<file path="config.mk">
export PLATFORM = sky130hd
export DESIGN_NAME = skinny_wb_core
export DESIGN_NICKNAME = d
export VERILOG_FILES = /design/src/rtl/skinny_cipher_pkg.sv /design/src/rtl/skinny_bus_pkg.sv /design/src/rtl/skinny_sbox8.sv /design/src/rtl/skinny_round_mix.sv /design/src/rtl/skinny_wb_regs.sv /design/src/rtl/skinny_wb_core.sv
export VERILOG_INCLUDE_DIRS = /design/src /design/src/rtl
export SDC_FILE = /design/constraint.sdc
export NUM_CORES = 2
export LEC_CHECK = 0
export BUFFER_PORTS_ARGS = -buffer_cell sky130_fd_sc_hd__buf_2
export CORE_UTILIZATION = 25
export CTS_BUF_LIST = sky130_fd_sc_hd__clkbuf_4 sky130_fd_sc_hd__clkbuf_8 sky130_fd_sc_hd__clkbuf_16
export CTS_CLUSTER_SIZE = 14
export DETAILED_ROUTE_END_ITERATION = 10
export PLACE_DENSITY = 0.5
export SLEW_MARGIN = 20
export SYNTH_ARGS = -nofsm -noshare
export SYNTH_HDL_FRONTEND = slang
export SYNTH_SLANG_ARGS = --single-unit
export TNS_END_PERCENT = 30
</file>
<file path="constraint.sdc">
create_clock -name clk -period 6.8 [get_ports clk]
set_input_delay 1.02 -clock clk [delete_from_list [all_inputs] [get_ports clk]]
set_output_delay 1.02 -clock clk [all_outputs]
set_load 0.005 [all_outputs]
</file>
<file path="src/rtl/skinny_defs.svh">
`ifndef SKINNY_DEFS_SVH
`define SKINNY_DEFS_SVH

// Byte addresses, each block base spans four words
`define SKINNY_STATE_BASE    8'h00
`define SKINNY_TK1_BASE      8'h10
`define SKINNY_TK2_BASE      8'h20
`define SKINNY_TK3_BASE      8'h30

`define SKINNY_CTRL_ADDR     8'h40  // write-only
`define SKINNY_STAT_ADDR     8'h44  // {rc, round count}

// Control word bits
`define SKINNY_CTRL_ROUND    0
`define SKINNY_CTRL_RESTART  1

// Round sequencing
`define SKINNY_ROUNDS_384    56
`define SKINNY_RCOUNT_MAX    8'hFF
`define SKINNY_RC_INIT       6'h00

`endif

</file>
<file path="src/rtl/skinny_cipher_pkg.sv">
`default_nettype none

package skinny_cipher_pkg;

   // Cell 0 sits in bits 127:120, rows are 32-bit groups top to bottom
   typedef logic [127:0] block_t;

   typedef logic [7:0] cell_t;

   // 6-bit round constant LFSR value
   typedef logic [5:0] rcon_t;

   typedef logic [7:0] rcount_t;  // Rounds done, saturating

endpackage

`default_nettype wire

</file>
<file path="src/rtl/skinny_bus_pkg.sv">
`default_nettype none

package skinny_bus_pkg;

   typedef logic [7:0] wb_addr_t;  // Byte address

   typedef logic [31:0] wb_data_t;

   typedef logic [3:0] wb_sel_t;

endpackage

`default_nettype wire

</file>
<file path="src/rtl/skinny_sbox8.sv">
`timescale 1ns/1ps
`default_nettype none

module skinny_sbox8 (
   input  wire skinny_cipher_pkg::cell_t si,
   output skinny_cipher_pkg::cell_t      so
);

   logic [7:0] a;

   // (x nor y) xor z
   function automatic logic nx(input logic x, input logic y, input logic z);
      return ~(x | y) ^ z;
   endfunction

   // Each step feeds the later ones
   assign a[0] = nx(si[7], si[6], si[4]);
   assign a[1] = nx(si[3], si[2], si[0]);
   assign a[2] = nx(si[2], si[1], si[6]);
   assign a[3] = nx(a[0],  a[1],  si[5]);
   assign a[4] = nx(a[1],  si[3], si[1]);
   assign a[5] = nx(a[2],  a[3],  si[7]);
   assign a[6] = nx(a[3],  a[0],  si[3]);
   assign a[7] = nx(a[4],  a[5],  si[2]);

   // Output bit order
   assign so = {a[3], a[0], a[1], a[6], a[4], a[2], a[5], a[7]};

endmodule

`default_nettype wire

</file>
<file path="src/rtl/skinny_round_mix.sv">
`timescale 1ns/1ps
`default_nettype none

module skinny_round_mix (
   input  wire skinny_cipher_pkg::block_t sb,
   input  wire skinny_cipher_pkg::block_t tk1_q,
   input  wire skinny_cipher_pkg::block_t tk2_q,
   input  wire skinny_cipher_pkg::block_t tk3_q,
   input  wire skinny_cipher_pkg::rcon_t  rc,
   output skinny_cipher_pkg::block_t      state_next,
   output skinny_cipher_pkg::block_t      tk1_next,
   output skinny_cipher_pkg::block_t      tk2_next,
   output skinny_cipher_pkg::block_t      tk3_next
);

   // Tweakey cell permutation, output cell i takes input cell PT[i]
   localparam int PT [16] = '{9, 15, 8, 13, 10, 14, 12, 11, 0, 1, 2, 3, 4, 5, 6, 7};

   skinny_cipher_pkg::block_t rtk;
   skinny_cipher_pkg::block_t atk;
   skinny_cipher_pkg::block_t tk2_p;
   skinny_cipher_pkg::block_t tk3_p;
   logic [31:0]               shr [4];
   logic [31:0]               mxc [4];

   function automatic skinny_cipher_pkg::block_t cell_perm(
      input skinny_cipher_pkg::block_t blk
   );
      skinny_cipher_pkg::block_t res;
      for (int i = 0; i < 16; i++) begin
         res[127 - 8*i -: 8] = blk[127 - 8*PT[i] -: 8];
      end
      return res;
   endfunction

   function automatic skinny_cipher_pkg::cell_t lfsr2(input skinny_cipher_pkg::cell_t c);
      return {c[6:0], c[7] ^ c[5]};
   endfunction

   function automatic skinny_cipher_pkg::cell_t lfsr3(input skinny_cipher_pkg::cell_t c);
      return {c[0] ^ c[6], c[7:1]};
   endfunction

   // Round tweakey, top two rows only, plus constants in cells 0, 4 and 8
   assign rtk = {tk1_q[127:64] ^ tk2_q[127:64] ^ tk3_q[127:64], 64'h0}
              ^ {4'h0, rc[3:0], 24'h0, 6'h0, rc[5:4], 24'h0, 8'h02, 56'h0};

   assign atk = sb ^ rtk;

   // ShiftRows, row r rotated right by r cells
   assign shr[0] = atk[127:96];
   assign shr[1] = {atk[71:64], atk[95:72]};
   assign shr[2] = {atk[47:32], atk[63:48]};
   assign shr[3] = {atk[23:0], atk[31:24]};

   // MixColumns
   assign mxc[1] = shr[0];
   assign mxc[2] = shr[1] ^ shr[2];
   assign mxc[3] = shr[0] ^ shr[2];
   assign mxc[0] = shr[3] ^ mxc[3];

   assign state_next = {mxc[0], mxc[1], mxc[2], mxc[3]};

   // Tweakey schedule
   assign tk1_next = cell_perm(tk1_q);  // Permute only
   assign tk2_p    = cell_perm(tk2_q);
   assign tk3_p    = cell_perm(tk3_q);

   always_comb begin
      tk2_next = tk2_p;
      tk3_next = tk3_p;
      // LFSRs act on the top two rows
      for (int c = 0; c < 8; c++) begin
         tk2_next[127 - 8*c -: 8] = lfsr2(tk2_p[127 - 8*c -: 8]);
         tk3_next[127 - 8*c -: 8] = lfsr3(tk3_p[127 - 8*c -: 8]);
      end
   end

endmodule

`default_nettype wire

</file>
<file path="src/rtl/skinny_wb_regs.sv">
`timescale 1ns/1ps
`default_nettype none

`include "skinny_defs.svh"

module skinny_wb_regs (
   input  wire                               clk,
   input  wire                               arst_n,
   input  wire                               wb_cyc,
   input  wire                               wb_stb,
   input  wire                               wb_we,
   input  wire skinny_bus_pkg::wb_addr_t     wb_adr,
   input  wire skinny_bus_pkg::wb_data_t     wb_dat_w,
   input  wire skinny_bus_pkg::wb_sel_t      wb_sel,
   output skinny_bus_pkg::wb_data_t          wb_dat_r,
   output logic                              wb_ack,
   output skinny_cipher_pkg::block_t         state_q,
   output skinny_cipher_pkg::block_t         tk1_q,
   output skinny_cipher_pkg::block_t         tk2_q,
   output skinny_cipher_pkg::block_t         tk3_q,
   output skinny_cipher_pkg::rcon_t          rc_next,
   input  wire skinny_cipher_pkg::block_t    state_next,
   input  wire skinny_cipher_pkg::block_t    tk1_next,
   input  wire skinny_cipher_pkg::block_t    tk2_next,
   input  wire skinny_cipher_pkg::block_t    tk3_next
);

   skinny_cipher_pkg::rcon_t   rc_q;
   skinny_cipher_pkg::rcount_t rcount_q;
   skinny_bus_pkg::wb_addr_t   word_adr;
   skinny_bus_pkg::wb_addr_t   region;
   skinny_bus_pkg::wb_data_t   rd_data;
   logic                       access;

   // Byte-selected write of one word, word 0 is the top of the block
   function automatic skinny_cipher_pkg::block_t put_word(
      input skinny_cipher_pkg::block_t blk,
      input logic [1:0]                idx,
      input skinny_bus_pkg::wb_data_t  dat,
      input skinny_bus_pkg::wb_sel_t   sel
   );
      skinny_cipher_pkg::block_t res;
      int                        lsb;
      res = blk;
      lsb = 96 - 32 * int'(idx);
      for (int b = 0; b < 4; b++) begin
         if (sel[b]) begin
            res[lsb + 8*b +: 8] = dat[8*b +: 8];
         end
      end
      return res;
   endfunction

   function automatic skinny_bus_pkg::wb_data_t get_word(
      input skinny_cipher_pkg::block_t blk,
      input logic [1:0]                idx
   );
      int lsb;
      lsb = 96 - 32 * int'(idx);
      return blk[lsb +: 32];
   endfunction

   // New access only while no ack is pending
   assign access   = wb_cyc & wb_stb & ~wb_ack;
   assign word_adr = {wb_adr[7:2], 2'b00};
   assign region   = {word_adr[7:4], 4'h0};

   // Shift up, new bit 0 is xnor of bits 5 and 4
   assign rc_next = {rc_q[4:0], ~(rc_q[5] ^ rc_q[4])};

   always_comb begin
      case (region)
         `SKINNY_STATE_BASE: rd_data = get_word(state_q, word_adr[3:2]);
         `SKINNY_TK1_BASE:   rd_data = get_word(tk1_q, word_adr[3:2]);
         `SKINNY_TK2_BASE:   rd_data = get_word(tk2_q, word_adr[3:2]);
         `SKINNY_TK3_BASE:   rd_data = get_word(tk3_q, word_adr[3:2]);
         default: begin
            if (word_adr == `SKINNY_STAT_ADDR) begin
               rd_data = {18'h0, rc_q, rcount_q};
            end else begin
               rd_data = '0;  // Ctrl and unmapped
            end
         end
      endcase
   end

   always_ff @(posedge clk or negedge arst_n) begin
      if (!arst_n) begin
         wb_ack   <= 1'b0;
         wb_dat_r <= '0;
         state_q  <= '0;
         tk1_q    <= '0;
         tk2_q    <= '0;
         tk3_q    <= '0;
         rc_q     <= `SKINNY_RC_INIT;
         rcount_q <= '0;
      end else begin
         wb_ack <= access;

         if (access && !wb_we) begin
            wb_dat_r <= rd_data;
         end

         if (access && wb_we) begin
            case (region)
               `SKINNY_STATE_BASE: state_q <= put_word(state_q, word_adr[3:2], wb_dat_w, wb_sel);
               `SKINNY_TK1_BASE:   tk1_q <= put_word(tk1_q, word_adr[3:2], wb_dat_w, wb_sel);
               `SKINNY_TK2_BASE:   tk2_q <= put_word(tk2_q, word_adr[3:2], wb_dat_w, wb_sel);
               `SKINNY_TK3_BASE:   tk3_q <= put_word(tk3_q, word_adr[3:2], wb_dat_w, wb_sel);
               default: begin
                  if (word_adr == `SKINNY_CTRL_ADDR) begin
                     if (wb_dat_w[`SKINNY_CTRL_RESTART]) begin
                        rc_q     <= `SKINNY_RC_INIT;
                        rcount_q <= '0;
                     end else if (wb_dat_w[`SKINNY_CTRL_ROUND]) begin
                        // Commit one full round
                        state_q <= state_next;
                        tk1_q   <= tk1_next;
                        tk2_q   <= tk2_next;
                        tk3_q   <= tk3_next;
                        rc_q    <= rc_next;
                        if (rcount_q != `SKINNY_RCOUNT_MAX) begin
                           rcount_q <= rcount_q + 1'b1;
                        end
                     end
                  end
               end
            endcase
         end
      end
   end

endmodule

`default_nettype wire

</file>
<file path="src/rtl/skinny_wb_core.sv">
`timescale 1ns/1ps
`default_nettype none

module skinny_wb_core (
   input  wire                           clk,
   input  wire                           arst_n,
   input  wire                           wb_cyc,
   input  wire                           wb_stb,
   input  wire                           wb_we,
   input  wire skinny_bus_pkg::wb_addr_t wb_adr,
   input  wire skinny_bus_pkg::wb_data_t wb_dat_w,
   input  wire skinny_bus_pkg::wb_sel_t  wb_sel,
   output skinny_bus_pkg::wb_data_t      wb_dat_r,
   output logic                          wb_ack
);

   wire skinny_cipher_pkg::block_t state_q;
   wire skinny_cipher_pkg::block_t tk1_q;
   wire skinny_cipher_pkg::block_t tk2_q;
   wire skinny_cipher_pkg::block_t tk3_q;
   wire skinny_cipher_pkg::block_t sb;
   wire skinny_cipher_pkg::block_t state_next;
   wire skinny_cipher_pkg::block_t tk1_next;
   wire skinny_cipher_pkg::block_t tk2_next;
   wire skinny_cipher_pkg::block_t tk3_next;
   wire skinny_cipher_pkg::rcon_t  rc_next;

   skinny_wb_regs i_regs (
      .clk        (clk),
      .arst_n     (arst_n),
      .wb_cyc     (wb_cyc),
      .wb_stb     (wb_stb),
      .wb_we      (wb_we),
      .wb_adr     (wb_adr),
      .wb_dat_w   (wb_dat_w),
      .wb_sel     (wb_sel),
      .wb_dat_r   (wb_dat_r),
      .wb_ack     (wb_ack),
      .state_q    (state_q),
      .tk1_q      (tk1_q),
      .tk2_q      (tk2_q),
      .tk3_q      (tk3_q),
      .rc_next    (rc_next),
      .state_next (state_next),
      .tk1_next   (tk1_next),
      .tk2_next   (tk2_next),
      .tk3_next   (tk3_next)
   );

   // SubCells, one S-box per cell
   for (genvar g = 0; g < 16; g++) begin : g_sbox
      skinny_sbox8 i_sbox (
         .si (state_q[127 - 8*g -: 8]),
         .so (sb[127 - 8*g -: 8])
      );
   end

   // Round uses the advanced constant
   skinny_round_mix i_round_mix (
      .sb         (sb),
      .tk1_q      (tk1_q),
      .tk2_q      (tk2_q),
      .tk3_q      (tk3_q),
      .rc         (rc_next),
      .state_next (state_next),
      .tk1_next   (tk1_next),
      .tk2_next   (tk2_next),
      .tk3_next   (tk3_next)
   );

endmodule

`default_nettype wire

</file>
Word-level counts from Yosys, hierarchy flattened
Index checks and enable logic that the tools add are counted.
W data, S select, Z words.
{"block": "word_totals", "regBits": 559, "input_bits": 49, "output_inout_bits": 33, "word_cells": 560}
{"block": "op_classes", "n_addsub": 9, "n_eq_ne": 10, "n_shift": 12, "mux": 79, "n_bitwise": 417, "reduce_logical": 25}
{"cell": "$mux W128", "count": 52}
{"cell": "$bwmux W128", "count": 16}
{"cell": "$pmux W128 S2", "count": 4}
{"cell": "$shift A8 B33 Y128 const A", "count": 4}
{"cell": "$shiftx A128 B32 Y32", "count": 4}
{"cell": "$shiftx A8 B33 Y128", "count": 4}
{"cell": "$xor A1 B1 Y1", "count": 145}
{"cell": "$not A1 Y1", "count": 135}
{"cell": "$neg A32 Y33", "count": 4}
{"cell": "$or A1 B1 Y1", "count": 128}
{"cell": "$pmux W32 S4", "count": 1}
{"cell": "$xor A128 B124 Y128", "count": 1}
{"cell": "$xor A128 B128 Y128", "count": 1}
{"cell": "$xor A64 B64 Y64", "count": 2}
{"cell": "$xor A32 B32 Y32", "count": 3}
{"cell": "$add A32 B6 Y32 const B", "count": 2}
{"cell": "$add A32 B5 Y32 const B", "count": 1}
{"cell": "$reduce_and A5 Y1", "count": 5}
{"cell": "$mux W8", "count": 3}
{"cell": "$reduce_bool A2 Y1", "count": 10}
{"cell": "$mux W14", "count": 1}
{"cell": "$eq A6 B5 Y1 const B", "count": 2}
{"cell": "$mux W6", "count": 2}
{"cell": "$reduce_or A3 Y1", "count": 4}
{"cell": "12 further kinds", "count": 18}

Logic depth before layout (Yosys ltp)
{"block": "depth", "ltp_word": 19, "mapped_depth": 12, "depth_no_buf": 9}

By module
A second synthesis with hierarchy kept.
{"block": "hier_totals", "cells_unflattened": 4953, "area_unflattened_um2": 41872.7}
{"module": "skinny_wb_regs", "n_inst": 1, "cells_per_inst": 3831, "area_each_um2": 31460.2, "seq_area_each_um2": 13988.4}
{"module": "skinny_round_mix", "n_inst": 1, "cells_per_inst": 674, "area_each_um2": 7309.5, "seq_area_each_um2": 0.0}
{"module": "skinny_sbox8", "n_inst": 16, "cells_per_inst": 28, "area_each_um2": 193.9, "seq_area_each_um2": 0.0}

Least setup slack after synthesis
Ideal clock, no wire load.
{"block": "synth_path", "path_type": "in2reg", "from": "in wb_adr[3]", "to": "reg i_regs.tk2_q[120]", "setup_ps": 125, "arrival_ps": 3432, "t_required_ps": 6675, "path_slack_ps": 3243, "path_stages": 10, "n_path_buf": 3, "path_cell_list": "inv_2 -> clkbuf_1 -> clkbuf_1 -> ha_1 -> nand2_1 -> nor3b_4 -> buf_2 -> a21oi_1 -> nor2_2 -> mux2_2"}
{"block": "synth_between", "elab_chain_cells": 18, "word_cells_on_any_way": 34, "classes_between": "8 x add/sub; 1 x eq/ne; 8 x shift; 15 x mux; 2 x reduce/logical"}
{"element": "start: declaration", "line_no": "skinny_wb_core.sv:10", "text": "input wire skinny_bus_pkg::wb_addr_t wb_adr,"}
{"element": "branches (longest 18 deep; another with $neg A32 Y33)"}
{"element": "end signal: assignment", "line_no": "skinny_wb_regs.sv:108", "text": "`SKINNY_TK2_BASE: tk2_q <= put_word(tk2_q, word_adr[3:2], wb_dat_w, wb_sel);"}
{"element": "end signal: assignment", "line_no": "skinny_wb_regs.sv:119", "text": "tk2_q <= tk2_next;"}
{"element": "end: declaration", "line_no": "skinny_wb_regs.sv:19", "text": "output skinny_cipher_pkg::block_t tk2_q,"}
Parallel ways; which one is timed is not known. The select of a mux whose other input is x is not followed.
A chain may end at the register's enable or synchronous reset.

Worst setup path in the final report
{"block": "layout_path", "from": "in wb_adr[3]", "to": "reg i_regs.tk3_q[87]"}
{"block": "layout_between", "elab_chain_cells": 18, "word_cells_on_any_way": 34, "classes_between": "8 x add/sub; 1 x eq/ne; 8 x shift; 15 x mux; 2 x reduce/logical"}
{"element": "branches (longest 18 deep; another with $neg A32 Y33)"}
{"element": "end signal: assignment", "line_no": "skinny_wb_regs.sv:109", "text": "`SKINNY_TK3_BASE: tk3_q <= put_word(tk3_q, word_adr[3:2], wb_dat_w, wb_sel);"}
{"element": "end signal: assignment", "line_no": "skinny_wb_regs.sv:120", "text": "tk3_q <= tk3_next;"}
{"element": "end: declaration", "line_no": "skinny_wb_regs.sv:20", "text": "output skinny_cipher_pkg::block_t tk3_q,"}
Parallel ways; which one is timed is not known. The select of a mux whose other input is x is not followed.

==> out/results.txt <==
Max stage delay on crit path = 0.83 ns
most common cell after layout, fill and taps aside = nor2_1
f_max = 0.230 GHz
Hold Vio Cnt, Final = 0
placed instance area = 38200 sq um
Synth cell types = 69
largest family of logic cells by synthesized area = compound AO/OA/AOI/OAI gates
commonest cells after routing, fill and taps aside = 1105 x nor2_1, 1027 x a21oi_1, 559 x dfrtp_1, 342 x nand2_1, 306 x xnor2_1
Warnings, synthesis = 0
pin count of the biggest net entering global routing = 188
hold_buf cts = 0
Placer Congestion = 0.979
R2R Setup Slk = 3.22 ns
max-slew violation count = 0
fraction of layout cells with a size suffix above 1 = 9.07%
CP endpoint kind = register
clk_lat worst skew = 0.67 ns
clock-pin slew on the worst setup and hold paths = 0.06 ns
H-Tree Depth = 3
Final Cell Area = 40700 sq um
crit path DAT = 4.86 ns
Peak supply drop = 164 uV
Synth async-reset ratio = 100%
Gates resized, CTS repair = 0
clock skew = 0.0338 ns
syn_area_per_cell = 7.79 sq um
vias in the first global route = 32.1k
status = finished clean
CTS sink cnt = 559
cells after synthesis = 4614
Rows = 138
antenna-violating nets left = 0
top-level I/O count = 82
HPWL Detailed = 133 mm
Die Wd = 381 um
critical-path cell list = buf_4, inv_2, ha_1, nand2_1, nor3b_4, a21oi_1, nor2_2, mux2_1
grt ovf = 0
Crit-path slowest cell = nor3b_4
DR vias/cell = 5.38
Final Power = 13.4 mW
total negative setup slack = 0 ns
post-CTS setup buffer count = 0
Layout area overhead = 13.2%
CTS tree = done
multi-input logic area = 20700 sq um
Worst slew margin = 12.2%
port buffer count = 79
final wirelength = 177 mm
Initial Util = 25.3%
first-pass GRT wire length = 249 mm
Nets = 4580
total CTS buffers = 69
Pleak = 16.1 nW
syn_nets = 4669
CP max FO = 37
worst path required time = 7.32 ns
DR vias = 34.8k
period utilization = 63.8%
fillers = 15.4k
Yosys reg bits = 559
Post-synth EDFFs = 0
die height = 381 um
DR WL/cell = 27.4 um
Post-Place Setup Slack = 1.92 ns
post-synthesis xor/xnor area fraction = 10.2%
RSZ-0062 raised after global routing = false
maxcap violations = 0
compound-cell area share of the yosys netlist = 21.6%
Least-Margin Pin Slew = 1.30 ns
Post-Synth Simple-Gate Area = 19.5%
drt drc = 0
Clock Tree Root = clkbuf_16
Top FF cell, synth = dfrtp_1
CP startpoint kind = input pin
proportion of synthesized area in mux cells = 5.76%
synthesized-area fraction occupied by adder cells = 0.209%
die area = 145000 sq um
Final min period = 4.34 ns
initial drt markers = 4321
setup violators final = 0
Clock Tree Buf Depth = 3
core area = 142000 sq um
GRT Total Usage = 23.8%
pwr dens = 330 nW/um^2
Register Area = 14000 sq um
Post-Syn Area = 35900 sq um
sequential area share after synthesis = 38.9%
crit path kind = input pin to register
first drt pass iteration count = 6
antenna violations before repair = 16
HP Class = input pin to async pin
worst setup margin = 2.46 ns
## cells by family after synthesis
| kind of cell | count (synthesis) |
|---|---|
| xor gates and xnor gates | 412 |
| buffers and inverters | 341 |
| muxes | 158 |
| and+or+nand+nor | 1705 |
| AOI/OAI and AO/OA | 1433 |
| DFF | 559 |
| adders and majority gates | 6 |
## through the flow
step | std cells | hold slack (ns) | utilization, %
6_report | 6473 | 0.389 | 28.6
5_1_grt | 6471 | 0.464 | 28.6
4_1_cts | 6467 | 0.443 | 28.6
3_5_place_dp | 6344 | 0.461 | 26.9
3_3_place_gp | 6344 | 0.453 | 26.9
2_1_floorplan | 4614 | 0.463 | -
## Yosys cell counts, types with 5 or more instances
cell type | number | share of area, %
a211oi_1 | 18 | 0.38
a21oi_1 | 1027 | 14
a221oi_1 | 29 | 0.71
a22oi_1 | 8 | 0.17
a311o_1 | 5 | 0.14
a311oi_1 | 5 | 0.12
a31oi_1 | 16 | 0.28
and2_1 | 32 | 0.56
and3_1 | 5 | 0.087
buf_1 | 31 | 0.32
buf_2 | 40 | 0.56
clkbuf_1 | 248 | 2.6
dfrtp_1 | 559 | 39
ha_1 | 6 | 0.21
inv_1 | 18 | 0.19
mux2_2 | 37 | 1.2
mux2i_1 | 82 | 2.3
mux4_2 | 35 | 2.2
nand2_1 | 345 | 3.6
nand2b_1 | 9 | 0.16
nand3_1 | 38 | 0.53
nand3b_1 | 14 | 0.29
nand4_1 | 11 | 0.19
nor2_1 | 1110 | 12
nor2_2 | 31 | 0.54
nor2b_1 | 10 | 0.17
nor3_1 | 35 | 0.49
nor3b_1 | 5 | 0.10
o211ai_1 | 21 | 0.44
o21a_1 | 17 | 0.36
o21ai_0 | 166 | 2.3
o21ai_1 | 32 | 0.45
o221ai_1 | 25 | 0.61
o22a_1 | 6 | 0.15
o22ai_1 | 21 | 0.37
o31ai_1 | 10 | 0.21
or2_2 | 6 | 0.10
or3_1 | 35 | 0.61
xnor2_1 | 306 | 7.5
xor2_1 | 100 | 2.4
## layout make-up
cell class | instances | area share, %
clock inverter | 20 | 0.794
antenna | 6 | 0.0369
inverter | 20 | 0.185
timing repair buffer | 161 | 2.77
sequential | 559 | 34.4
clock buffer | 103 | 5.15
tap | 1890 | 5.82
multi-input combinational | 3714 | 50.8
## per-layer routing
metal	GRT usage, %	up-vias	share of wire [%]
met5	0	-	0.042
met4	13.8	10	6.4
met3	4.23	360	8.4
met2	35.5	1726	43
met1	32.1	17100	42
li1	-	15700	-
## power by group
group | total [mW] | internal [mW] | switching [mW] | leakage [nW]
clock | 4.05 | 2.44 | 1.61 | 1.22
sequential | 4.50 | 3.75 | 0.754 | 7.44
combinational | 4.87 | 1.89 | 2.98 | 7.42
## registers in the layout (all words and copies together), names as in the netlist
register         count
i_regs.rcount_q      8
i_regs.wb_dat_r     32
i_regs.state_q     128
i_regs.tk2_q       128
i_regs.rc_q          6
i_regs.tk1_q       128
i_regs.wb_ack        1
i_regs.tk3_q       128
## worst paths after layout
path                                startpoint  depth (start not counted)                  end
min reg2reg                i_regs.wb_dat_r[31]                          2  i_regs.wb_dat_r[31]
max                                  wb_adr[3]                          8     i_regs.tk3_q[87]
max reg2reg                 i_regs.state_q[47]                          8   i_regs.state_q[56]
max in group asynchronous               arst_n                          2  i_regs.wb_dat_r[16]
min in group clk           i_regs.wb_dat_r[31]                          2  i_regs.wb_dat_r[31]
min                                     arst_n                          1    i_regs.tk3_q[110]
## worst max-delay path: cells and delay by family
| family | cells | cell delay, ns |
|---|---|---|
| and+or+nand+nor | 3 | 1.72 |
| buffers and inverters | 2 | 0.78 |
| AOI/OAI and AO/OA | 1 | 0.45 |
| adders and majority gates | 1 | 0.44 |
| muxes | 1 | 0.39 |
Note: power is estimated with default switching activity, not from simulation.
